<file path="src/spi_cfg.svh">
`ifndef SPI_CFG_SVH
`define SPI_CFG_SVH

// entries held by each of the tx and rx fifos.
`define SPI_FIFO_DEPTH 16

// chip select lines, one per attached slave.
`define SPI_SLAVES 4

// byte address width of the axi4-lite port.
`define SPI_ADDR_W 5

`endif

</file>
<file path="src/spi_pkg.sv">
`default_nettype none

`include "spi_cfg.svh"

package spi_pkg;

    // register map, byte addresses of 32-bit words.
    typedef enum logic [`SPI_ADDR_W-1:0] {
        SPI_STATUS       = 'h00,
        SPI_TX_BUFFER    = 'h04,
        SPI_RX_BUFFER    = 'h08,
        SPI_EVENT        = 'h0C,
        SPI_SLAVE_SELECT = 'h10
    } spi_reg_e;

    // status and configuration word, bit 0 is idle.
    typedef struct packed {
        logic [6:0]  reserved;         // reads as zero.
        logic [15:0] divisor;          // bits 24..9.
        logic        bit_order;        // 0 msb first.
        logic        cpol;
        logic        cpha;
        logic        interrupt_enable;
        logic        rx_full;
        logic        rx_empty;
        logic        tx_full;
        logic        tx_empty;
        logic        idle;
    } spi_status_t;

    // what the shift engine needs to run a byte.
    typedef struct packed {
        logic [15:0] divisor;  // sck half period is divisor+1 clocks.
        logic        bit_order;
        logic        cpol;
        logic        cpha;
    } spi_cfg_t;

    // master to slave channels.
    typedef struct packed {
        logic                   awvalid;
        logic [`SPI_ADDR_W-1:0] awaddr;
        logic                   wvalid;
        logic [31:0]            wdata;
        logic [3:0]             wstrb;
        logic                   bready;
        logic                   arvalid;
        logic [`SPI_ADDR_W-1:0] araddr;
        logic                   rready;
    } axil_req_t;

    // slave to master channels.
    typedef struct packed {
        logic        awready;
        logic        wready;
        logic        bvalid;
        logic [1:0]  bresp;
        logic        arready;
        logic        rvalid;
        logic [31:0] rdata;
        logic [1:0]  rresp;
    } axil_rsp_t;

    typedef enum logic [1:0] {SPI_IDLE, SPI_LOAD, SPI_SHIFT, SPI_DONE} spi_state_e;

endpackage

`default_nettype wire

</file>
<file path="src/spi_fifo.sv">
`timescale 1ns/1ps
`default_nettype none

module spi_fifo #(
    parameter int DEPTH = 16,
    parameter int WIDTH = 8
) (
    input  wire logic             clk_i,
    input  wire logic             rst_n_i,
    input  wire logic             write_i,      // caller gates on full.
    input  wire logic             read_i,       // caller gates on empty.
    input  wire logic [WIDTH-1:0] write_data_i,
    output logic      [WIDTH-1:0] read_data_o,
    output logic                  empty_o,
    output logic                  full_o
);
    localparam int AW = (DEPTH > 1) ? $clog2(DEPTH) : 1;

    logic [WIDTH-1:0] mem [DEPTH];
    logic [AW-1:0]    wr_ptr, rd_ptr;
    logic [AW:0]      count;               // one extra bit so full is reachable.

    always_ff @(posedge clk_i) begin
        if (!rst_n_i) begin
            wr_ptr <= '0;
            rd_ptr <= '0;
            count  <= '0;
        end else begin
            if (write_i) wr_ptr <= (wr_ptr == AW'(DEPTH - 1)) ? '0 : wr_ptr + 1'b1;
            if (read_i)  rd_ptr <= (rd_ptr == AW'(DEPTH - 1)) ? '0 : rd_ptr + 1'b1;
            case ({write_i, read_i})
                2'b10:   count <= count + 1'b1;
                2'b01:   count <= count - 1'b1;
                default: count <= count;  // both or neither leaves occupancy alone.
            endcase
        end
    end

    always_ff @(posedge clk_i) begin
        if (write_i) mem[wr_ptr] <= write_data_i;
    end

    assign read_data_o = mem[rd_ptr];  // head shown before the pop.
    assign empty_o     = (count == '0);
    assign full_o      = (count == (AW+1)'(DEPTH));

endmodule

`default_nettype wire

</file>
<file path="src/spi_axil_slave.sv">
`timescale 1ns/1ps
`default_nettype none

`include "spi_cfg.svh"

module spi_axil_slave (
    input  wire logic                 clk_i,
    input  wire logic                 rst_n_i,
    input  wire spi_pkg::axil_req_t   axil_req_i,
    output spi_pkg::axil_rsp_t        axil_rsp_o,
    output logic                      write_o,
    output spi_pkg::spi_reg_e         write_address_o,
    output logic [31:0]               write_data_o,
    output logic [3:0]                write_strobe_o,
    input  wire logic                 write_error_i,
    output logic                      read_o,
    output spi_pkg::spi_reg_e         read_address_o,
    input  wire logic [31:0]          read_data_i,
    input  wire logic                 read_error_i
);
    import spi_pkg::*;

    logic        wr_accept, rd_accept;
    logic        bvalid_q, rvalid_q;
    logic [1:0]  bresp_q, rresp_q;
    logic [31:0] rdata_q;

    // one outstanding response per direction blocks the next transaction.
    assign wr_accept = axil_req_i.awvalid & axil_req_i.wvalid & ~bvalid_q;
    assign rd_accept = axil_req_i.arvalid & ~rvalid_q;

    // strobes live for the accept cycle only.
    assign write_o         = wr_accept;
    assign write_address_o = spi_reg_e'({axil_req_i.awaddr[`SPI_ADDR_W-1:2], 2'b00});
    assign write_data_o    = axil_req_i.wdata;
    assign write_strobe_o  = axil_req_i.wstrb;
    assign read_o          = rd_accept;
    assign read_address_o  = spi_reg_e'({axil_req_i.araddr[`SPI_ADDR_W-1:2], 2'b00});

    always_ff @(posedge clk_i) begin
        if (!rst_n_i) begin
            bvalid_q <= 1'b0;
            rvalid_q <= 1'b0;
        end else begin
            if (wr_accept)              bvalid_q <= 1'b1;
            else if (axil_req_i.bready) bvalid_q <= 1'b0;  // held until taken.
            if (rd_accept)              rvalid_q <= 1'b1;
            else if (axil_req_i.rready) rvalid_q <= 1'b0;
        end
    end

    always_ff @(posedge clk_i) begin
        if (wr_accept) bresp_q <= write_error_i ? 2'b10 : 2'b00;  // slverr or okay.
        if (rd_accept) begin
            rdata_q <= read_data_i;
            rresp_q <= read_error_i ? 2'b10 : 2'b00;
        end
    end

    always_comb begin
        axil_rsp_o.awready = wr_accept;  // address and data taken together.
        axil_rsp_o.wready  = wr_accept;
        axil_rsp_o.bvalid  = bvalid_q;
        axil_rsp_o.bresp   = bresp_q;
        axil_rsp_o.arready = rd_accept;
        axil_rsp_o.rvalid  = rvalid_q;
        axil_rsp_o.rdata   = rdata_q;
        axil_rsp_o.rresp   = rresp_q;
    end

endmodule

`default_nettype wire

</file>
<file path="src/spi_registers.sv">
`timescale 1ns/1ps
`default_nettype none

`include "spi_cfg.svh"

module spi_registers (
    input  wire logic                    clk_i,
    input  wire logic                    rst_n_i,
    output logic                         interrupt_o,
    input  wire logic                    idle_i,
    input  wire logic                    done_i,
    input  wire logic [7:0]              rx_data_i,
    output logic [7:0]                   tx_data_o,
    output logic                         data_ready_o,
    input  wire logic                    tx_read_i,
    input  wire logic                    rx_write_i,
    output spi_pkg::spi_cfg_t            cfg_o,
    output logic [`SPI_SLAVES-1:0]       cs_n_o,
    input  wire logic                    write_i,
    input  wire spi_pkg::spi_reg_e       write_address_i,
    input  wire logic [31:0]             write_data_i,
    input  wire logic [3:0]              write_strobe_i,
    output logic                         write_error_o,
    input  wire logic                    read_i,
    input  wire spi_pkg::spi_reg_e       read_address_i,
    output logic [31:0]                  read_data_o,
    output logic                         read_error_o
);
    import spi_pkg::*;

    spi_cfg_t               cfg_q;
    spi_status_t            status;
    logic                   irq_en_q;
    logic                   event_q, event_d, irq_q;
    logic [`SPI_SLAVES-1:0] ss_q;
    logic                   tx_empty, tx_full, rx_empty, rx_full;
    logic [7:0]             rx_head;

    // rx is read only and tx is write only.
    assign write_error_o = write_i & (write_address_i == SPI_RX_BUFFER);
    assign read_error_o  = read_i & (read_address_i == SPI_TX_BUFFER);

    // configuration bytes follow the status word layout.
    always_ff @(posedge clk_i) begin
        if (!rst_n_i) begin
            cfg_q    <= '0;
            irq_en_q <= 1'b0;
        end else if (write_i && write_address_i == SPI_STATUS) begin
            if (write_strobe_i[0]) begin
                irq_en_q   <= write_data_i[5];
                cfg_q.cpha <= write_data_i[6];
                cfg_q.cpol <= write_data_i[7];
            end
            if (write_strobe_i[1]) begin
                cfg_q.bit_order    <= write_data_i[8];
                cfg_q.divisor[6:0] <= write_data_i[15:9];
            end
            if (write_strobe_i[2]) cfg_q.divisor[14:7] <= write_data_i[23:16];
            if (write_strobe_i[3]) cfg_q.divisor[15]   <= write_data_i[24];
        end
    end

    assign cfg_o = cfg_q;

    always_comb begin
        status                  = '0;
        status.divisor          = cfg_q.divisor;
        status.bit_order        = cfg_q.bit_order;
        status.cpol             = cfg_q.cpol;
        status.cpha             = cfg_q.cpha;
        status.interrupt_enable = irq_en_q;
        status.rx_full          = rx_full;
        status.rx_empty         = rx_empty;
        status.tx_full          = tx_full;
        status.tx_empty         = tx_empty;
        status.idle             = idle_i;
    end

    // writes past a full tx fifo are dropped, status shows full.
    spi_fifo #(.DEPTH(`SPI_FIFO_DEPTH), .WIDTH(8)) tx_fifo (
        .clk_i        (clk_i),
        .rst_n_i      (rst_n_i),
        .write_i      (write_i & write_strobe_i[0] & ~tx_full &
                       (write_address_i == SPI_TX_BUFFER)),
        .read_i       (tx_read_i & ~tx_empty),
        .write_data_i (write_data_i[7:0]),
        .read_data_o  (tx_data_o),
        .empty_o      (tx_empty),
        .full_o       (tx_full)
    );

    assign data_ready_o = ~tx_empty;

    // a bus read of the rx address pops the head.
    spi_fifo #(.DEPTH(`SPI_FIFO_DEPTH), .WIDTH(8)) rx_fifo (
        .clk_i        (clk_i),
        .rst_n_i      (rst_n_i),
        .write_i      (rx_write_i & ~rx_full),
        .read_i       (read_i & ~rx_empty & (read_address_i == SPI_RX_BUFFER)),
        .write_data_i (rx_data_i),
        .read_data_o  (rx_head),
        .empty_o      (rx_empty),
        .full_o       (rx_full)
    );

    // event bit, a direct write wins over a finished transfer.
    always_ff @(posedge clk_i) begin
        if (!rst_n_i) begin
            event_q <= 1'b0;
            event_d <= 1'b0;
            irq_q   <= 1'b0;
        end else begin
            if (write_i && write_address_i == SPI_EVENT && write_strobe_i[0]) begin
                event_q <= write_data_i[0];
            end else if (done_i && irq_en_q) begin
                event_q <= 1'b1;
            end
            event_d <= event_q;
            irq_q   <= event_q & ~event_d;  // rising edge, one cycle late.
        end
    end

    assign interrupt_o = irq_q;

    // slave select, a set bit pulls its chip select low.
    always_ff @(posedge clk_i) begin
        if (!rst_n_i) begin
            ss_q <= '0;
        end else if (write_i && write_address_i == SPI_SLAVE_SELECT) begin
            for (int i = 0; i < `SPI_SLAVES; i++) begin
                if (write_strobe_i[i/8]) ss_q[i] <= write_data_i[i];
            end
        end
    end

    assign cs_n_o = ~ss_q;

    always_comb begin
        case (read_address_i)
            SPI_STATUS:       read_data_o = status;
            SPI_RX_BUFFER:    read_data_o = {24'b0, rx_head};
            SPI_EVENT:        read_data_o = {31'b0, event_q};
            SPI_SLAVE_SELECT: read_data_o = 32'(ss_q);
            default:          read_data_o = '0;  // tx and unmapped read zero.
        endcase
    end

endmodule

`default_nettype wire

</file>
<file path="src/spi_shifter.sv">
`timescale 1ns/1ps
`default_nettype none

module spi_shifter (
    input  wire logic              clk_i,
    input  wire logic              rst_n_i,
    input  wire spi_pkg::spi_cfg_t cfg_i,
    input  wire logic              data_ready_i,
    input  wire logic [7:0]        tx_data_i,
    output logic                   tx_read_o,
    output logic [7:0]             rx_data_o,
    output logic                   rx_write_o,
    output logic                   done_o,
    output logic                   idle_o,
    output logic                   sclk_o,
    output logic                   mosi_o,
    input  wire logic              miso_i
);
    import spi_pkg::*;

    spi_state_e  state_q;
    logic [15:0] div_q;
    logic [3:0]  edge_q;       // index of the next sck toggle.
    logic        sclk_q;
    logic [7:0]  tx_q, rx_q;
    logic        busy, tick, leading, sample_edge, drive_edge;

    // load is the setup half period before the first sck edge.
    assign busy    = (state_q == SPI_LOAD) || (state_q == SPI_SHIFT);
    assign tick    = busy && (div_q == cfg_i.divisor);
    assign leading = ~edge_q[0];  // even toggles leave the idle level.

    // cpha 0 samples on leading edges, cpha 1 on trailing ones.
    assign sample_edge = tick & (leading ^ cfg_i.cpha);
    // the first bit sits on mosi from the pop, so toggle 0 never drives.
    assign drive_edge  = tick & ~(leading ^ cfg_i.cpha) & (edge_q != 4'd0);

    always_ff @(posedge clk_i) begin
        if (!rst_n_i) begin
            state_q <= SPI_IDLE;
            div_q   <= '0;
            edge_q  <= '0;
            sclk_q  <= 1'b0;
        end else begin
            div_q <= (tick || !busy) ? '0 : div_q + 1'b1;
            if (tick) begin
                sclk_q <= ~sclk_q;
                edge_q <= edge_q + 1'b1;  // wraps to 0 after the 16th toggle.
            end
            case (state_q)
                SPI_IDLE: begin
                    sclk_q <= cfg_i.cpol;  // follows cpol while idle.
                    if (data_ready_i) state_q <= SPI_LOAD;
                end
                SPI_LOAD:  if (tick) state_q <= SPI_SHIFT;
                SPI_SHIFT: if (tick && edge_q == 4'd15) state_q <= SPI_DONE;
                default:   state_q <= SPI_IDLE;  // done lasts one cycle.
            endcase
        end
    end

    // data path.
    always_ff @(posedge clk_i) begin
        if (tx_read_o) begin
            tx_q <= tx_data_i;
        end else if (drive_edge) begin
            tx_q <= cfg_i.bit_order ? {1'b0, tx_q[7:1]} : {tx_q[6:0], 1'b0};
        end
        if (sample_edge) begin
            rx_q <= cfg_i.bit_order ? {miso_i, rx_q[7:1]} : {rx_q[6:0], miso_i};
        end
    end

    assign tx_read_o  = (state_q == SPI_IDLE) & data_ready_i;  // pop on first idle cycle.
    assign mosi_o     = cfg_i.bit_order ? tx_q[0] : tx_q[7];
    assign sclk_o     = sclk_q;
    assign rx_data_o  = rx_q;
    assign rx_write_o = (state_q == SPI_DONE);
    assign done_o     = (state_q == SPI_DONE);
    assign idle_o     = (state_q == SPI_IDLE);

endmodule

`default_nettype wire

</file>
<file path="src/spi_top.sv">
`timescale 1ns/1ps
`default_nettype none

`include "spi_cfg.svh"

module spi_top (
    input  wire logic               clk_i,
    input  wire logic               rst_n_i,
    input  wire spi_pkg::axil_req_t axil_req_i,
    output spi_pkg::axil_rsp_t      axil_rsp_o,
    output logic                    interrupt_o,
    output logic                    sclk_o,
    output logic                    mosi_o,
    input  wire logic               miso_i,
    output logic [`SPI_SLAVES-1:0]  cs_n_o
);
    import spi_pkg::*;

    logic        write, write_error, read, read_error;
    spi_reg_e    write_address, read_address;
    logic [31:0] write_data, read_data;
    logic [3:0]  write_strobe;
    spi_cfg_t    cfg;
    logic        data_ready, tx_read, rx_write, done, idle;
    logic [7:0]  tx_data, rx_data;

    spi_axil_slave u_axil (
        .clk_i           (clk_i),
        .rst_n_i         (rst_n_i),
        .axil_req_i      (axil_req_i),
        .axil_rsp_o      (axil_rsp_o),
        .write_o         (write),
        .write_address_o (write_address),
        .write_data_o    (write_data),
        .write_strobe_o  (write_strobe),
        .write_error_i   (write_error),
        .read_o          (read),
        .read_address_o  (read_address),
        .read_data_i     (read_data),
        .read_error_i    (read_error)
    );

    spi_registers u_regs (
        .clk_i           (clk_i),
        .rst_n_i         (rst_n_i),
        .interrupt_o     (interrupt_o),
        .idle_i          (idle),
        .done_i          (done),
        .rx_data_i       (rx_data),
        .tx_data_o       (tx_data),
        .data_ready_o    (data_ready),
        .tx_read_i       (tx_read),
        .rx_write_i      (rx_write),
        .cfg_o           (cfg),
        .cs_n_o          (cs_n_o),
        .write_i         (write),
        .write_address_i (write_address),
        .write_data_i    (write_data),
        .write_strobe_i  (write_strobe),
        .write_error_o   (write_error),
        .read_i          (read),
        .read_address_i  (read_address),
        .read_data_o     (read_data),
        .read_error_o    (read_error)
    );

    spi_shifter u_shifter (
        .clk_i        (clk_i),
        .rst_n_i      (rst_n_i),
        .cfg_i        (cfg),
        .data_ready_i (data_ready),
        .tx_data_i    (tx_data),
        .tx_read_o    (tx_read),
        .rx_data_o    (rx_data),
        .rx_write_o   (rx_write),
        .done_o       (done),
        .idle_o       (idle),
        .sclk_o       (sclk_o),
        .mosi_o       (mosi_o),
        .miso_i       (miso_i)
    );

endmodule

`default_nettype wire

</file>
<file path="config.mk">
export PLATFORM = sky130hd
export DESIGN_NAME = spi_top
export DESIGN_NICKNAME = d
export VERILOG_FILES = /design/src/spi_pkg.sv /design/src/spi_fifo.sv /design/src/spi_axil_slave.sv /design/src/spi_registers.sv /design/src/spi_shifter.sv /design/src/spi_top.sv
export VERILOG_INCLUDE_DIRS = /design/src
export SDC_FILE = /design/constraint.sdc
export NUM_CORES = 1
export LEC_CHECK = 0
export BUFFER_PORTS_ARGS = -buffer_cell sky130_fd_sc_hd__buf_4
export CORE_ASPECT_RATIO = 0.6
export CORE_UTILIZATION = 60
export DETAILED_ROUTE_END_ITERATION = 12
export GPL_ROUTABILITY_DRIVEN = 0
export PLACE_DENSITY = 0.82
export SLEW_MARGIN = 20
export SYNTH_ARGS = -nofsm -noshare
export SYNTH_HDL_FRONTEND = slang
export SYNTH_SLANG_ARGS = --single-unit
export TNS_END_PERCENT = 30
</file>
<file path="constraint.sdc">
create_clock -name clk_i -period 5.1 [get_ports clk_i]
set_clock_uncertainty 0.05 [all_clocks]
set_input_delay 1.02 -clock clk_i [delete_from_list [all_inputs] [get_ports clk_i]]
set_output_delay 1.02 -clock clk_i [all_outputs]
set_load 0.005 [all_outputs]
</file>
==> Flow_metrics.wiki, run 1 <==
{| class="wikitable"
! Metric !! Value
|-
| Main combinational cell family by area after synthesis || multiplexers
|-
| Worst-Skew Late Latency || about 520 ps
|-
| Netlist area before placement || about 16000 sq um
|-
| Violations in the final reports || DRC
|-
| Layout cells sized above 1 || 0.2005
|-
| Gate count after technology mapping || 1055
|-
| Number of distinct standard cells referenced by the synthesized netlist || between 60 and 70
|-
| HP Class || reg -> reg
|-
| RSZ-0062 raised after global routing || no
|-
| Status || complete, but fails checks
|-
| Global-route wire length before repair || 52210 microns
|-
| Top-area cell type share of the netlist area || 0.5570
|-
| Top cell by count, worst path || sky130_fd_sc_hd__ha_1
|-
| Number of buffers on the longest clock path || 3
|-
| Number of inserted diodes || 0
|-
| Beginning of the worst register-to-register path || u_regs.tx_fifo.count[0]$_SDFFE_PN0P_
|-
| Cell with the largest stage delay on the worst path || sky130_fd_sc_hd__a2111oi_4
|-
| Number of design-rule violations left by the first detailed-router iteration || 935
|-
| Overall die area || 27550 sq um
|-
| Wirelength per Cell || 22.47 microns
|-
| CTS tree || done
|-
| Effective utilization at floorplan || 0.6102
|-
| Core area || between 20000 and 30000 sq um
|-
| Final period utilization || 0.7489
|-
| Normalized max-slew margin || 0.3863
|-
| Share of flip-flops with an asynchronous set or reset after synthesis || 0
|-
| Arrival time reported for the critical path endpoint || 4210 ps
|-
| Post-CTS Setup Inserts || 0
|-
| Die Width || 213.6 microns
|-
| Leakage power || 5.990 nW
|-
| Root Buffer || sky130_fd_sc_hd__clkbuf_16
|-
| Mean instance size in the synthesized netlist || about 15 sq um
|-
| Clock sink count || 385
|-
| Global route total overflow || 0
|-
| Initial antenna violation count || 1
|-
| Post-synthesis register bit count || a little under 400
|-
| Highest clock frequency the design can meet || around 260 MHz
|-
| Worst R2R End || u_regs.tx_fifo.count[4]$_SDFFE_PN0P_
|-
| CP startpoint kind || input port
|-
| Fraction of synthesized cell area in xor and xnor cells || 0.02282
|-
| Dominant cell type by area after synthesis || sky130_fd_sc_hd__edfxtp_1
|-
| Post-synthesis adder-cell area fraction || 0.01785
|-
| Post-route met1 wirelength || around 15000 microns
|-
| Worst Tran Pin Value || 917.2 ps
|-
| Count of buffer and inverter cells on the critical path || 2
|-
| DRT Pass-1 Iters || 9
|-
| CP Cell Sequence || buf_4, nand4bb_1, a2111oi_4, inv_1, ha_1, xor2_1, ha_1, a21oi_1, o22ai_1, a222oi_1, o211ai_1, o31ai_1
|-
| Post-layout min period || 3819 ps
|-
| Fin util || 0.6879
|-
| Final Hold Vio Count || 0
|-
| Simple-gate portion of the synthesized area || 0.08996
|-
| GRT Overall Usage || 0.2591
|-
| Number of ports placed on the die boundary || 102
|-
| DR top layer || met4
|-
| Post-CTS Resized || 0
|-
| Crit Path Category || in -> reg
|-
| Prevailing post-synth register cell || sky130_fd_sc_hd__edfxtp_1
|-
| Termination of the worst setup path || u_regs.tx_fifo.count[4]$_SDFFE_PN0P_
|-
| Number of buffers added by the clock tree synthesis step || 35
|-
| Number of synthesized flops with an enable pin || 299
|-
| Via count normalized by instance count || between 6 and 7
|-
| Critical path origin || axil_req_i[49]
|-
| Vertical extent of the die || approximately 130 microns
|-
| Final ANT Viol Nets || 0
|-
| Maximum vdd ir drop || 0.2367 mV
|-
| Finish-stage setup viols || 0
|-
| Met2 Routed Length || 14580 microns
|-
| Number of warnings issued by yosys || 0
|-
| Number of hold buffers added after cts || 0
|-
| Row count || 46
|-
| Maximum net fanout on the critical path || 15
|-
| Count of cells along the worst register-to-register path || 12
|-
| Dominant delay contributor by cell family on the critical path || compound AO/OA/AOI/OAI gates
|-
| Largest net degree at the start of global routing || 75
|-
| R2R Setup Slk || 1530 ps
|-
| Area growth from synthesis to layout || 12.75%
|-
| Share of the synthesized area in compound gates (AO/OA/AOI/OAI) || 0.05348
|-
| Portion of the post-synthesis area used by sequential elements || 0.6638
|-
| Ranking of synthesized cells by area || sky130_fd_sc_hd__edfxtp_1 (56%), sky130_fd_sc_hd__dfxtp_1 (11%), sky130_fd_sc_hd__mux4_2 (7.8%)
|-
| Stages on the worst setup path || 12
|-
| Detailed route wirelength on metal3 || 3882 microns
|-
| Total half-perimeter wirelength after legalization and detailed placement || 23100 microns
|-
| Proportion of synthesized area in mux cells || 0.1232
|-
| Total number of nets in the final design || 1213
|-
| CTS HTree Levels || 2
|-
| Maximum cell stage delay along the critical path || approximately 570 ps
|-
| Detailed-route DRC error count || 2
|-
| Final sum of negative setup slack || 0 ps
|-
| Routed WL || about 34000 microns
|-
| P per Cell Area || 417.7 nW/um^2
|-
| Endpoint type of the worst setup path || register
|-
| Number of global-route vias before repair || 8960
|-
| Req. time, crit path || 5490 ps
|-
| Maximum capacitance violations || 0
|-
| Register clock-pin slew on the reported worst setup and hold paths || 70 ps
|-
| Count of input and output buffers || just over 80
|-
| Total via count in the routed design || approximately 9200
|-
| Final-report max-slew violation count || 0
|}
[cell usage in the layout, fill, tap and decap left out, types with 5 or more instances in the layout]
master / count
sky130_fd_sc_hd__ha_1: 23
sky130_fd_sc_hd__conb_1: 9
sky130_fd_sc_hd__and2_1: 28
sky130_fd_sc_hd__mux4_1: 10
sky130_fd_sc_hd__mux2i_1: 36
sky130_fd_sc_hd__a2111oi_0: 6
sky130_fd_sc_hd__nand4_1: 7
sky130_fd_sc_hd__xor2_1: 10
sky130_fd_sc_hd__a211oi_1: 6
sky130_fd_sc_hd__nand3_1: 33
sky130_fd_sc_hd__clkbuf_1: 8
sky130_fd_sc_hd__a311oi_1: 9
sky130_fd_sc_hd__clkinv_2: 6
sky130_fd_sc_hd__nor4_1: 10
sky130_fd_sc_hd__a31oi_1: 6
sky130_fd_sc_hd__mux2_2: 9
sky130_fd_sc_hd__nand2b_1: 12
sky130_fd_sc_hd__clkbuf_16: 37
sky130_fd_sc_hd__edfxtp_1: 299
sky130_fd_sc_hd__nor2b_1: 25
sky130_fd_sc_hd__dfxtp_1: 84
sky130_fd_sc_hd__nor3_1: 16
sky130_fd_sc_hd__xnor2_1: 32
sky130_fd_sc_hd__nand2_1: 79
sky130_fd_sc_hd__mux4_2: 56
sky130_fd_sc_hd__o21a_1: 5
sky130_fd_sc_hd__a21boi_0: 30
sky130_fd_sc_hd__inv_1: 26
sky130_fd_sc_hd__and3_1: 5
sky130_fd_sc_hd__buf_4: 103
sky130_fd_sc_hd__o21ai_0: 16
sky130_fd_sc_hd__nor2_1: 46
sky130_fd_sc_hd__a21oi_1: 11
sky130_fd_sc_hd__clkbuf_8: 7
[metal layers]
metal | track usage | up-vias
met2 | 0.3730 | 474
met3 | 0.07396 | 67
met4 | 0.06807 | 0
li1 | - | 4168
met1 | 0.3894 | 4533
met5 | 0 | -
[through the flow]
step | area [sq um] | power, mW | std cells | setup WS (ps) | hold slack [ps]
floorplan | 16150 | 4.673 | 1063 | 705.5 | 317.4
global placement | 17030 | 4.985 | 1459 | 938.9 | 361.3
detailed placement | 17040 | 5.043 | 1459 | 766.8 | 367.0
CTS | 18170 | 7.610 | 1522 | 1320 | 372.9
global route | 18170 | 7.868 | 1522 | 1014 | 398.1
finish | 18170 | 7.591 | 1522 | 1281 | 368.9
[how the worst min path moves through the flow]
stage	start	endpoint	slack, ps	cells after the start
after CTS	u_regs.event_d$_SDFF_PN0_	u_regs.interrupt_o$_SDFF_PN0_	370	1
after floorplan	u_regs.event_d$_SDFF_PN0_	u_regs.interrupt_o$_SDFF_PN0_	320	1
after global placement	u_regs.event_d$_SDFF_PN0_	u_regs.interrupt_o$_SDFF_PN0_	360	1
final	u_regs.event_d$_SDFF_PN0_	u_regs.interrupt_o$_SDFF_PN0_	370	1
after detailed placement	u_regs.event_d$_SDFF_PN0_	u_regs.interrupt_o$_SDFF_PN0_	370	1
after global routing	u_regs.event_d$_SDFF_PN0_	u_regs.interrupt_o$_SDFF_PN0_	400	1
[cell families (layout without fill, tap and decap cells)]
family,count (synthesis),after routing
DFF,385,385
AOI/OAI and AO/OA,117,117
adders and majority gates,23,23
buffers and inverters,94,193
other,1,9
xor gates and xnor gates,42,42
and+or+nand+nor,282,282
muxes,111,111
[synth_stat cells, types with 3 or more instances]
library cell / count
sky130_fd_sc_hd__a311oi_1: 9
sky130_fd_sc_hd__o221ai_1: 3
sky130_fd_sc_hd__buf_2: 12
sky130_fd_sc_hd__nand2_1: 79
sky130_fd_sc_hd__nor2b_1: 26
sky130_fd_sc_hd__mux4_2: 56
sky130_fd_sc_hd__a211oi_1: 6
sky130_fd_sc_hd__nand4_1: 7
sky130_fd_sc_hd__xnor2_1: 32
sky130_fd_sc_hd__nand3_1: 33
sky130_fd_sc_hd__a2111oi_0: 6
sky130_fd_sc_hd__edfxtp_1: 299
sky130_fd_sc_hd__mux2i_1: 36
sky130_fd_sc_hd__inv_1: 26
sky130_fd_sc_hd__and3_1: 5
sky130_fd_sc_hd__nor2_1: 46
sky130_fd_sc_hd__o21ai_0: 16
sky130_fd_sc_hd__o31ai_1: 4
sky130_fd_sc_hd__mux4_1: 10
sky130_fd_sc_hd__buf_1: 4
sky130_fd_sc_hd__nand2b_1: 12
sky130_fd_sc_hd__mux2_2: 9
sky130_fd_sc_hd__a21boi_0: 30
sky130_fd_sc_hd__xor2_1: 10
sky130_fd_sc_hd__or3_1: 4
sky130_fd_sc_hd__dfxtp_1: 86
sky130_fd_sc_hd__nor3_1: 18
sky130_fd_sc_hd__a31oi_1: 6
sky130_fd_sc_hd__buf_4: 16
sky130_fd_sc_hd__nor4_1: 10
sky130_fd_sc_hd__a21oi_1: 11
sky130_fd_sc_hd__ha_1: 23
sky130_fd_sc_hd__o21a_1: 5
sky130_fd_sc_hd__and2_1: 28
sky130_fd_sc_hd__clkbuf_1: 30
[where the power goes]
| part | internal (mW) | total (mW) | switching (mW) |
|---|---|---|---|
| clock network | 1.48 | 2.58 | 1.09 |
| logic | 0.479 | 1.10 | 0.624 |
| registers | 3.66 | 3.91 | 0.255 |
[final cells by class]
cell class / count / area, sq um
sequential: 385 / 10700
fill: 1715 / 8244
multi-input combinational: 584 / 5011
clock buffer: 52 / 1052
timing repair buffer: 103 / 773.2
tap: 360 / 450.4
inverter: 27 / 101.3
clock inverter: 11 / 82.58
[sequential cells by signal, indices dropped and copies added, names as in the netlist, 2 cells and up, named ones only]
register	flops
u_regs.cfg_o	19
u_shifter.state_q	2
u_regs.rx_fifo.mem	128
u_regs.tx_fifo.mem	128
u_shifter.div_q	16
u_regs.tx_fifo.rd_ptr	4
u_regs.tx_fifo.wr_ptr	4
u_regs.rx_fifo.count	5
u_shifter.edge_q	4
u_axil.rdata_q	25
u_shifter.tx_q	8
u_regs.rx_fifo.rd_ptr	4
u_regs.ss_q	4
u_regs.tx_fifo.count	5
u_regs.rx_fifo.wr_ptr	4
u_shifter.rx_data_o	8
No activity file was read; power rests on OpenSTA's default activity.
==> inputs of run 2 (changes only) <==
clock period = 3.98 ns   (was 5.1 ns; I/O delays follow)
==> run 2 against run 1 <==
Effect of this change:
- the run still ends with DRC left
- via count rose by 1.6%
- clock power rose by 29%
- power rose by 29%
- worst setup slack got worse by 470 ps
- critical path depth fell by 2
- global-route usage rose by 0.14 points
- sequential power rose by 28%
- clock-buffer cell count fell by 5
==> Flow_metrics.wiki, run 2 (synthesis results as in run 1) <==
{| class="wikitable"
! Metric !! Value
|-
| Cell depth of the worst min-delay path || 1
|-
| Endpoint type of the worst setup path || register
|-
| Maximum capacitance violations || 0
|-
| Top library cells by usage in the layout, fill and taps aside || sky130_fd_sc_hd__edfxtp_1 (299), sky130_fd_sc_hd__buf_4 (109), sky130_fd_sc_hd__dfxtp_1 (84)
|-
| Area taken by multi-input logic gates || 5005 sq um
|-
| Post-CTS Resized || 0
|-
| Clock sink count || 385
|-
| Global route total overflow || 0
|-
| Routed WL || roughly 35000 microns
|-
| Final ANT Viol Nets || 0
|-
| Root Buffer || sky130_fd_sc_hd__clkbuf_16
|-
| Total via count in the routed design || approximately 9400
|-
| Global-route wire length before repair || 52260 microns
|-
| CP startpoint kind || register
|-
| RSZ-0062 raised after global routing || no
|-
| Vertical extent of the die || 129.0 microns
|-
| Maximum net fanout on the critical path || 7
|-
| Area after detailed placement || 17080 sq um
|-
| Normalized max-slew margin || 0.3370
|-
| CTS tree || done
|-
| Area growth from synthesis to layout || 12.98%
|-
| Finish-stage setup viols || 0
|-
| Total number of nets in the final design || 1220
|-
| Largest regs || u_regs.rx_fifo.mem: 128 flops, u_regs.tx_fifo.mem: 128 flops, u_axil.rdata_q: 25 flops
|-
| Row count || 46
|-
| Cell area after layout || between 15000 and 20000 sq um
|-
| Via count normalized by instance count || 6.131
|-
| Worst-Skew Late Latency || 530 ps
|-
| Status || complete, but fails checks
|-
| Maximum vdd ir drop || 0.3617 mV
|-
| CTS HTree Levels || 2
|-
| Fin util || 0.6894
|-
| Violations in the final reports || DRC
|-
| Number of ports placed on the die boundary || 102
|-
| Final sum of negative setup slack || 0 ps
|-
| P per Cell Area || around 540 nW/um^2
|-
| Number of global-route vias before repair || 8910
|-
| Number of buffers on the longest clock path || 3
|-
| Detailed-route DRC error count || 2
|-
| DRT Pass-1 Iters || 10
|-
| Leakage power || 6.019 nW
|-
| Post-layout min period || approximately 3200 ps
|-
| Register clock-pin slew on the reported worst setup and hold paths || 60 ps
|-
| Highest clock frequency the design can meet || approximately 320 MHz
|-
| Final period utilization || 0.7974
|-
| Wirelength per Cell || 22.95 microns
|-
| Req. time, crit path || about 4400 ps
|-
| Overall die area || roughly 28000 sq um
|-
| Initial antenna violation count || 3
|-
| Number of design-rule violations left by the first detailed-router iteration || 1156
|-
| Layout cells sized above 1 || 0.2015
|-
| Die Width || about 210 microns
|-
| HP Class || reg -> reg
|-
| Count of input and output buffers || 81
|-
| Final Hold Vio Count || 0
|-
| Post-CTS Setup Inserts || 0
|-
| Crit Path Category || reg -> reg
|-
| Effective utilization at floorplan || 0.6102
|-
| Count of fill cells added during filler insertion || 1717
|-
| Number of hold buffers added after cts || 0
|-
| GRT Overall Usage || 0.2605
|-
| Core area || 26420 sq um
|-
| Total half-perimeter wirelength after legalization and detailed placement || 23820 microns
|-
| Worst Tran Pin Value || 993.2 ps
|-
| Area taken by flip-flops and latches || between 10000 and 15000 sq um
|-
| Final-report max-slew violation count || 0
|-
| Arrival time reported for the critical path endpoint || 3560 ps
|-
| Largest net degree at the start of global routing || 40
|-
| Most frequent standard cell in the layout excluding fill and tap cells || sky130_fd_sc_hd__edfxtp_1
|-
| Number of buffers added by the clock tree synthesis step || 36
|-
| Count of cells along the worst register-to-register path || 10
|}
==> run 2: cell count changes in the layout (fill, tap and decap cells not counted), sizes merged <==
cell,delta
diode,+1
clkinv,+5
buf,+6
clkbuf,-5
clkinvlp,-2
bufinv,+1
inv,+4
==> run 2: metal layers <==
metal,vias up,track usage,part of all wire
li1,4189,-,-
met1,4641,0.4015,0.44
met2,496,0.3676,0.43
met3,67,0.06981,0.11
met4,0,0.06807,0.021
met5,-,0,0
==> run 2: through the flow <==
step                      power [mW]  worst slack (ps)  instances  hold slack [ps]
after detailed placement       6.482             382.2       1465            371.8
after floorplan                5.988             342.6       1063            317.4
final                          9.771             806.3       1532            373.0
after CTS                      9.785             808.0       1531            380.4
after global placement         6.416             414.2       1465            367.1
after global routing           10.11             599.8       1532            380.6
==> run 2: worst paths after layout <==
| kind | end | from | slack [ps] |
|---|---|---|---|
| setup / recovery | u_regs.rx_fifo.count[4]$_SDFFE_PN0P_ | u_regs.rx_fifo.count[0]$_SDFFE_PN0P_ | 810 |
| hold / removal | u_regs.interrupt_o$_SDFF_PN0_ | u_regs.event_d$_SDFF_PN0_ | 370 |
| setup reg to reg | u_regs.rx_fifo.count[4]$_SDFFE_PN0P_ | u_regs.rx_fifo.count[0]$_SDFFE_PN0P_ | 810 |
| hold reg to reg | u_regs.interrupt_o$_SDFF_PN0_ | u_regs.event_d$_SDFF_PN0_ | 370 |
==> run 2: critical path, cell delays in order, from the launching register on <==
cell and delay [ps]:
sky130_fd_sc_hd__dfxtp_1 370, sky130_fd_sc_hd__or4_1 590, sky130_fd_sc_hd__o211a_1 330, sky130_fd_sc_hd__ha_1 300, sky130_fd_sc_hd__xor2_1 170, sky130_fd_sc_hd__ha_1 180
sky130_fd_sc_hd__a21oi_1 250, sky130_fd_sc_hd__o22ai_1 140, sky130_fd_sc_hd__a222oi_1 490, sky130_fd_sc_hd__o211ai_1 130, sky130_fd_sc_hd__o31ai_1 80
==> run 2: area by class of cell <==
class | count | share of cell area
clock buffer | 47 | 0.05400
tap | 360 | 0.02473
multi-input combinational | 584 | 0.2748
antenna | 1 | 0.0001374
sequential | 385 | 0.5877
clock inverter | 19 | 0.008107
timing repair buffer | 109 | 0.04493
inverter | 27 | 0.005565
==> run 2: where the power goes <==
part / switching, mW / total, mW / internal (mW)
Sequential: 0.304 / 4.99 / 4.69
Combinational: 0.813 / 1.44 / 0.630
Clock: 1.45 / 3.34 / 1.88
Total: 2.57 / 9.77 / 7.20
==> inputs of run 3 (changes only) <==
clock period = 3.27 ns   (was 3.98 ns; I/O delays follow)
==> run 3 against run 2 <==
Effect of this change:
- the run still ends with DRC left
- first-iteration DRC count down 7.7%
- global-route usage up 0.33 points
- sequential share of layout area down 0.49 points
- cell area up 0.84%
- worst setup slack worse by 590 ps
- routed wire length down 0.45%
- combinational power up 27%
==> Flow_metrics.wiki, run 3 (synthesis results as in run 1) <==
{| class="wikitable"
! Metric !! Value
|-
| CTS tree || done
|-
| HP Class || in -> reg
|-
| Global route total overflow || 0
|-
| Largest net degree at the start of global routing || 54
|-
| Maximum capacitance violations || 0
|-
| Violations in the final reports || DRC
|-
| Global-route wire length before repair || 53280 microns
|-
| Count of buffer and inverter cells on the critical path || 2
|-
| Worst-Skew Late Latency || roughly 520 ps
|-
| Maximum cell stage delay along the critical path || roughly 560 ps
|-
| Leakage power || 6.119 nW
|-
| Sequential share of power || 0.505
|-
| Net switching share of the total power || 0.2599
|-
| P per Cell Area || between 600 and 700 nW/um^2
|-
| CP startpoint kind || register
|-
| Overall die area || 27550 sq um
|-
| Number of inserted diodes || 0
|-
| GRT Overall Usage || 0.2637
|-
| Status || complete, but fails checks
|-
| DRT Pass-1 Iters || 9
|-
| Area growth from synthesis to layout || 13.93%
|-
| Via count normalized by instance count || 6.102
|-
| R2R Setup Slk || 220 ps
|-
| Post-layout min period || 3053 ps
|-
| Number of design-rule violations left by the first detailed-router iteration || 1067
|-
| Final-report max-slew violation count || 0
|-
| Number of hold buffers added after cts || 0
|-
| Detailed-route DRC error count || 2
|-
| Highest clock frequency the design can meet || 327.5 MHz
|-
| Number of buffers added by the clock tree synthesis step || 35
|-
| Total via count in the routed design || ~9400
|-
| Maximum net fanout on the critical path || 21
|-
| Normalized max-slew margin || 0.3758
|-
| Clock network power share || 0.343
|-
| Cell with the largest stage delay on the worst path || sky130_fd_sc_hd__nor4_4
|-
| Row count || 46
|-
| Dominant delay contributor by cell family on the critical path || compound AO/OA/AOI/OAI gates
|-
| Worst Tran Pin Value || 935.0 ps
|-
| Arrival time reported for the critical path endpoint || 3430 ps
|-
| Wirelength per Cell || 22.67 microns
|-
| Final period utilization || 0.9337
|-
| Largest regs || u_regs.rx_fifo.mem: 128 flops, u_regs.tx_fifo.mem: 128 flops, u_axil.rdata_q: 25 flops
|-
| Layout cells sized above 1 || 0.2171
|-
| RSZ-0062 raised after global routing || no
|-
| CTS HTree Levels || 2
|-
| Die Width || 213.6 microns
|-
| Number of buffers on the longest clock path || 3
|-
| Routed WL || between 30000 and 40000 microns
|-
| Root Buffer || sky130_fd_sc_hd__clkbuf_16
|-
| Core area || 26420 sq um
|-
| Top library cells by usage in the layout, fill and taps aside || sky130_fd_sc_hd__edfxtp_1 (299), sky130_fd_sc_hd__buf_4 (125), sky130_fd_sc_hd__dfxtp_1 (84)
|-
| Most frequent standard cell in the layout excluding fill and tap cells || sky130_fd_sc_hd__edfxtp_1
|-
| Initial antenna violation count || 0
|-
| Cell Int Power || around 8.9 mW
|-
| Clock sink count || 385
|-
| Number of ports placed on the die boundary || 102
|-
| Count of input and output buffers || 81
|-
| Req. time, crit path || 3640 ps
|-
| Total number of nets in the final design || 1235
|-
| Number of global-route vias before repair || 9080
|-
| CP Cell Sequence || nor4_4, nand2_1, nand2_2, inv_2, buf_4, ha_1, a21oi_1, o22ai_1, a222oi_1, o211ai_1, o31ai_1
|-
| Final ANT Viol Nets || 0
|-
| Finish-stage setup viols || 0
|-
| Final sum of negative setup slack || 0 ps
|-
| Net switching power || 3.125 mW
|-
| Register clock-pin slew on the reported worst setup and hold paths || 60 ps
|-
| Maximum vdd ir drop || around 0.63 mV
|-
| Power Total || 12.02 mW
|-
| Effective utilization at floorplan || 0.6102
|-
| Vertical extent of the die || between 100 and 150 microns
|-
| Endpoint type of the worst setup path || register
|-
| Worst hold slack across all endpoints || approximately 330 ps
|-
| Total half-perimeter wirelength after legalization and detailed placement || 23790 microns
|-
| Fin util || 0.6951
|-
| Final Hold Vio Count || 0
|-
| Crit Path Category || reg -> reg
|-
| Share of power burned in combinational logic || 0.152
|}
run 3: final cells by class:
class	count	area (sq um)
multi-input combinational	584	5011
tap	360	450.4
inverter	27	101.3
timing repair buffer	125	938.4
sequential	385	10700
fill	1669	8054
clock buffer	53	1056
clock inverter	10	103.9
run 3: worst paths after layout:
check,start,cells past startpoint,endpoint
setup / recovery,u_regs.tx_fifo.count[0]$_SDFFE_PN0P_,11,u_regs.tx_fifo.count[4]$_SDFFE_PN0P_
hold / removal,axil_req_i[6],2,u_axil.rvalid_q$_SDFFE_PN0P_
setup reg to reg,u_regs.tx_fifo.count[0]$_SDFFE_PN0P_,11,u_regs.tx_fifo.count[4]$_SDFFE_PN0P_
hold reg to reg,u_regs.event_d$_SDFF_PN0_,1,u_regs.interrupt_o$_SDFF_PN0_
run 3: power by group through the flow:
stage	registers, mW	logic, mW	clock network [mW]
3_5_place_dp	6.16	1.79	0
6_report	6.07	1.83	4.13
4_1_cts	6.06	1.81	4.18
3_3_place_gp	6.14	1.72	0
5_1_grt	6.10	1.99	4.38
2_1_floorplan	5.98	1.31	0
run 3: metal layers:
layer / up-vias / part of all wire / global-route usage
met3: 51 / 0.11 / 0.07567
met1: 4700 / 0.45 / 0.4082
met2: 469 / 0.42 / 0.3736
li1: 4202 / - / -
met4: 0 / 0.013 / 0.05336
met5: - / 0 / 0
run 3: through the flow:
| stage | setup WS, ps | cells | instance area, sq um |
|---|---|---|---|
| floorplan | -142.9 | 1063 | 16160 |
| global placement | 142.6 | 1481 | 17200 |
| detailed placement | 70.39 | 1481 | 17200 |
| CTS | 230.8 | 1544 | 18360 |
| global route | 18.83 | 1544 | 18360 |
| finish | 216.7 | 1544 | 18360 |
run 3: what timing repair did:
item / in CTS / in global routing
gates resized for setup: 0 / 1
setup buffers: 0 / 0
endpoints found under the setup margin: 0 / 1
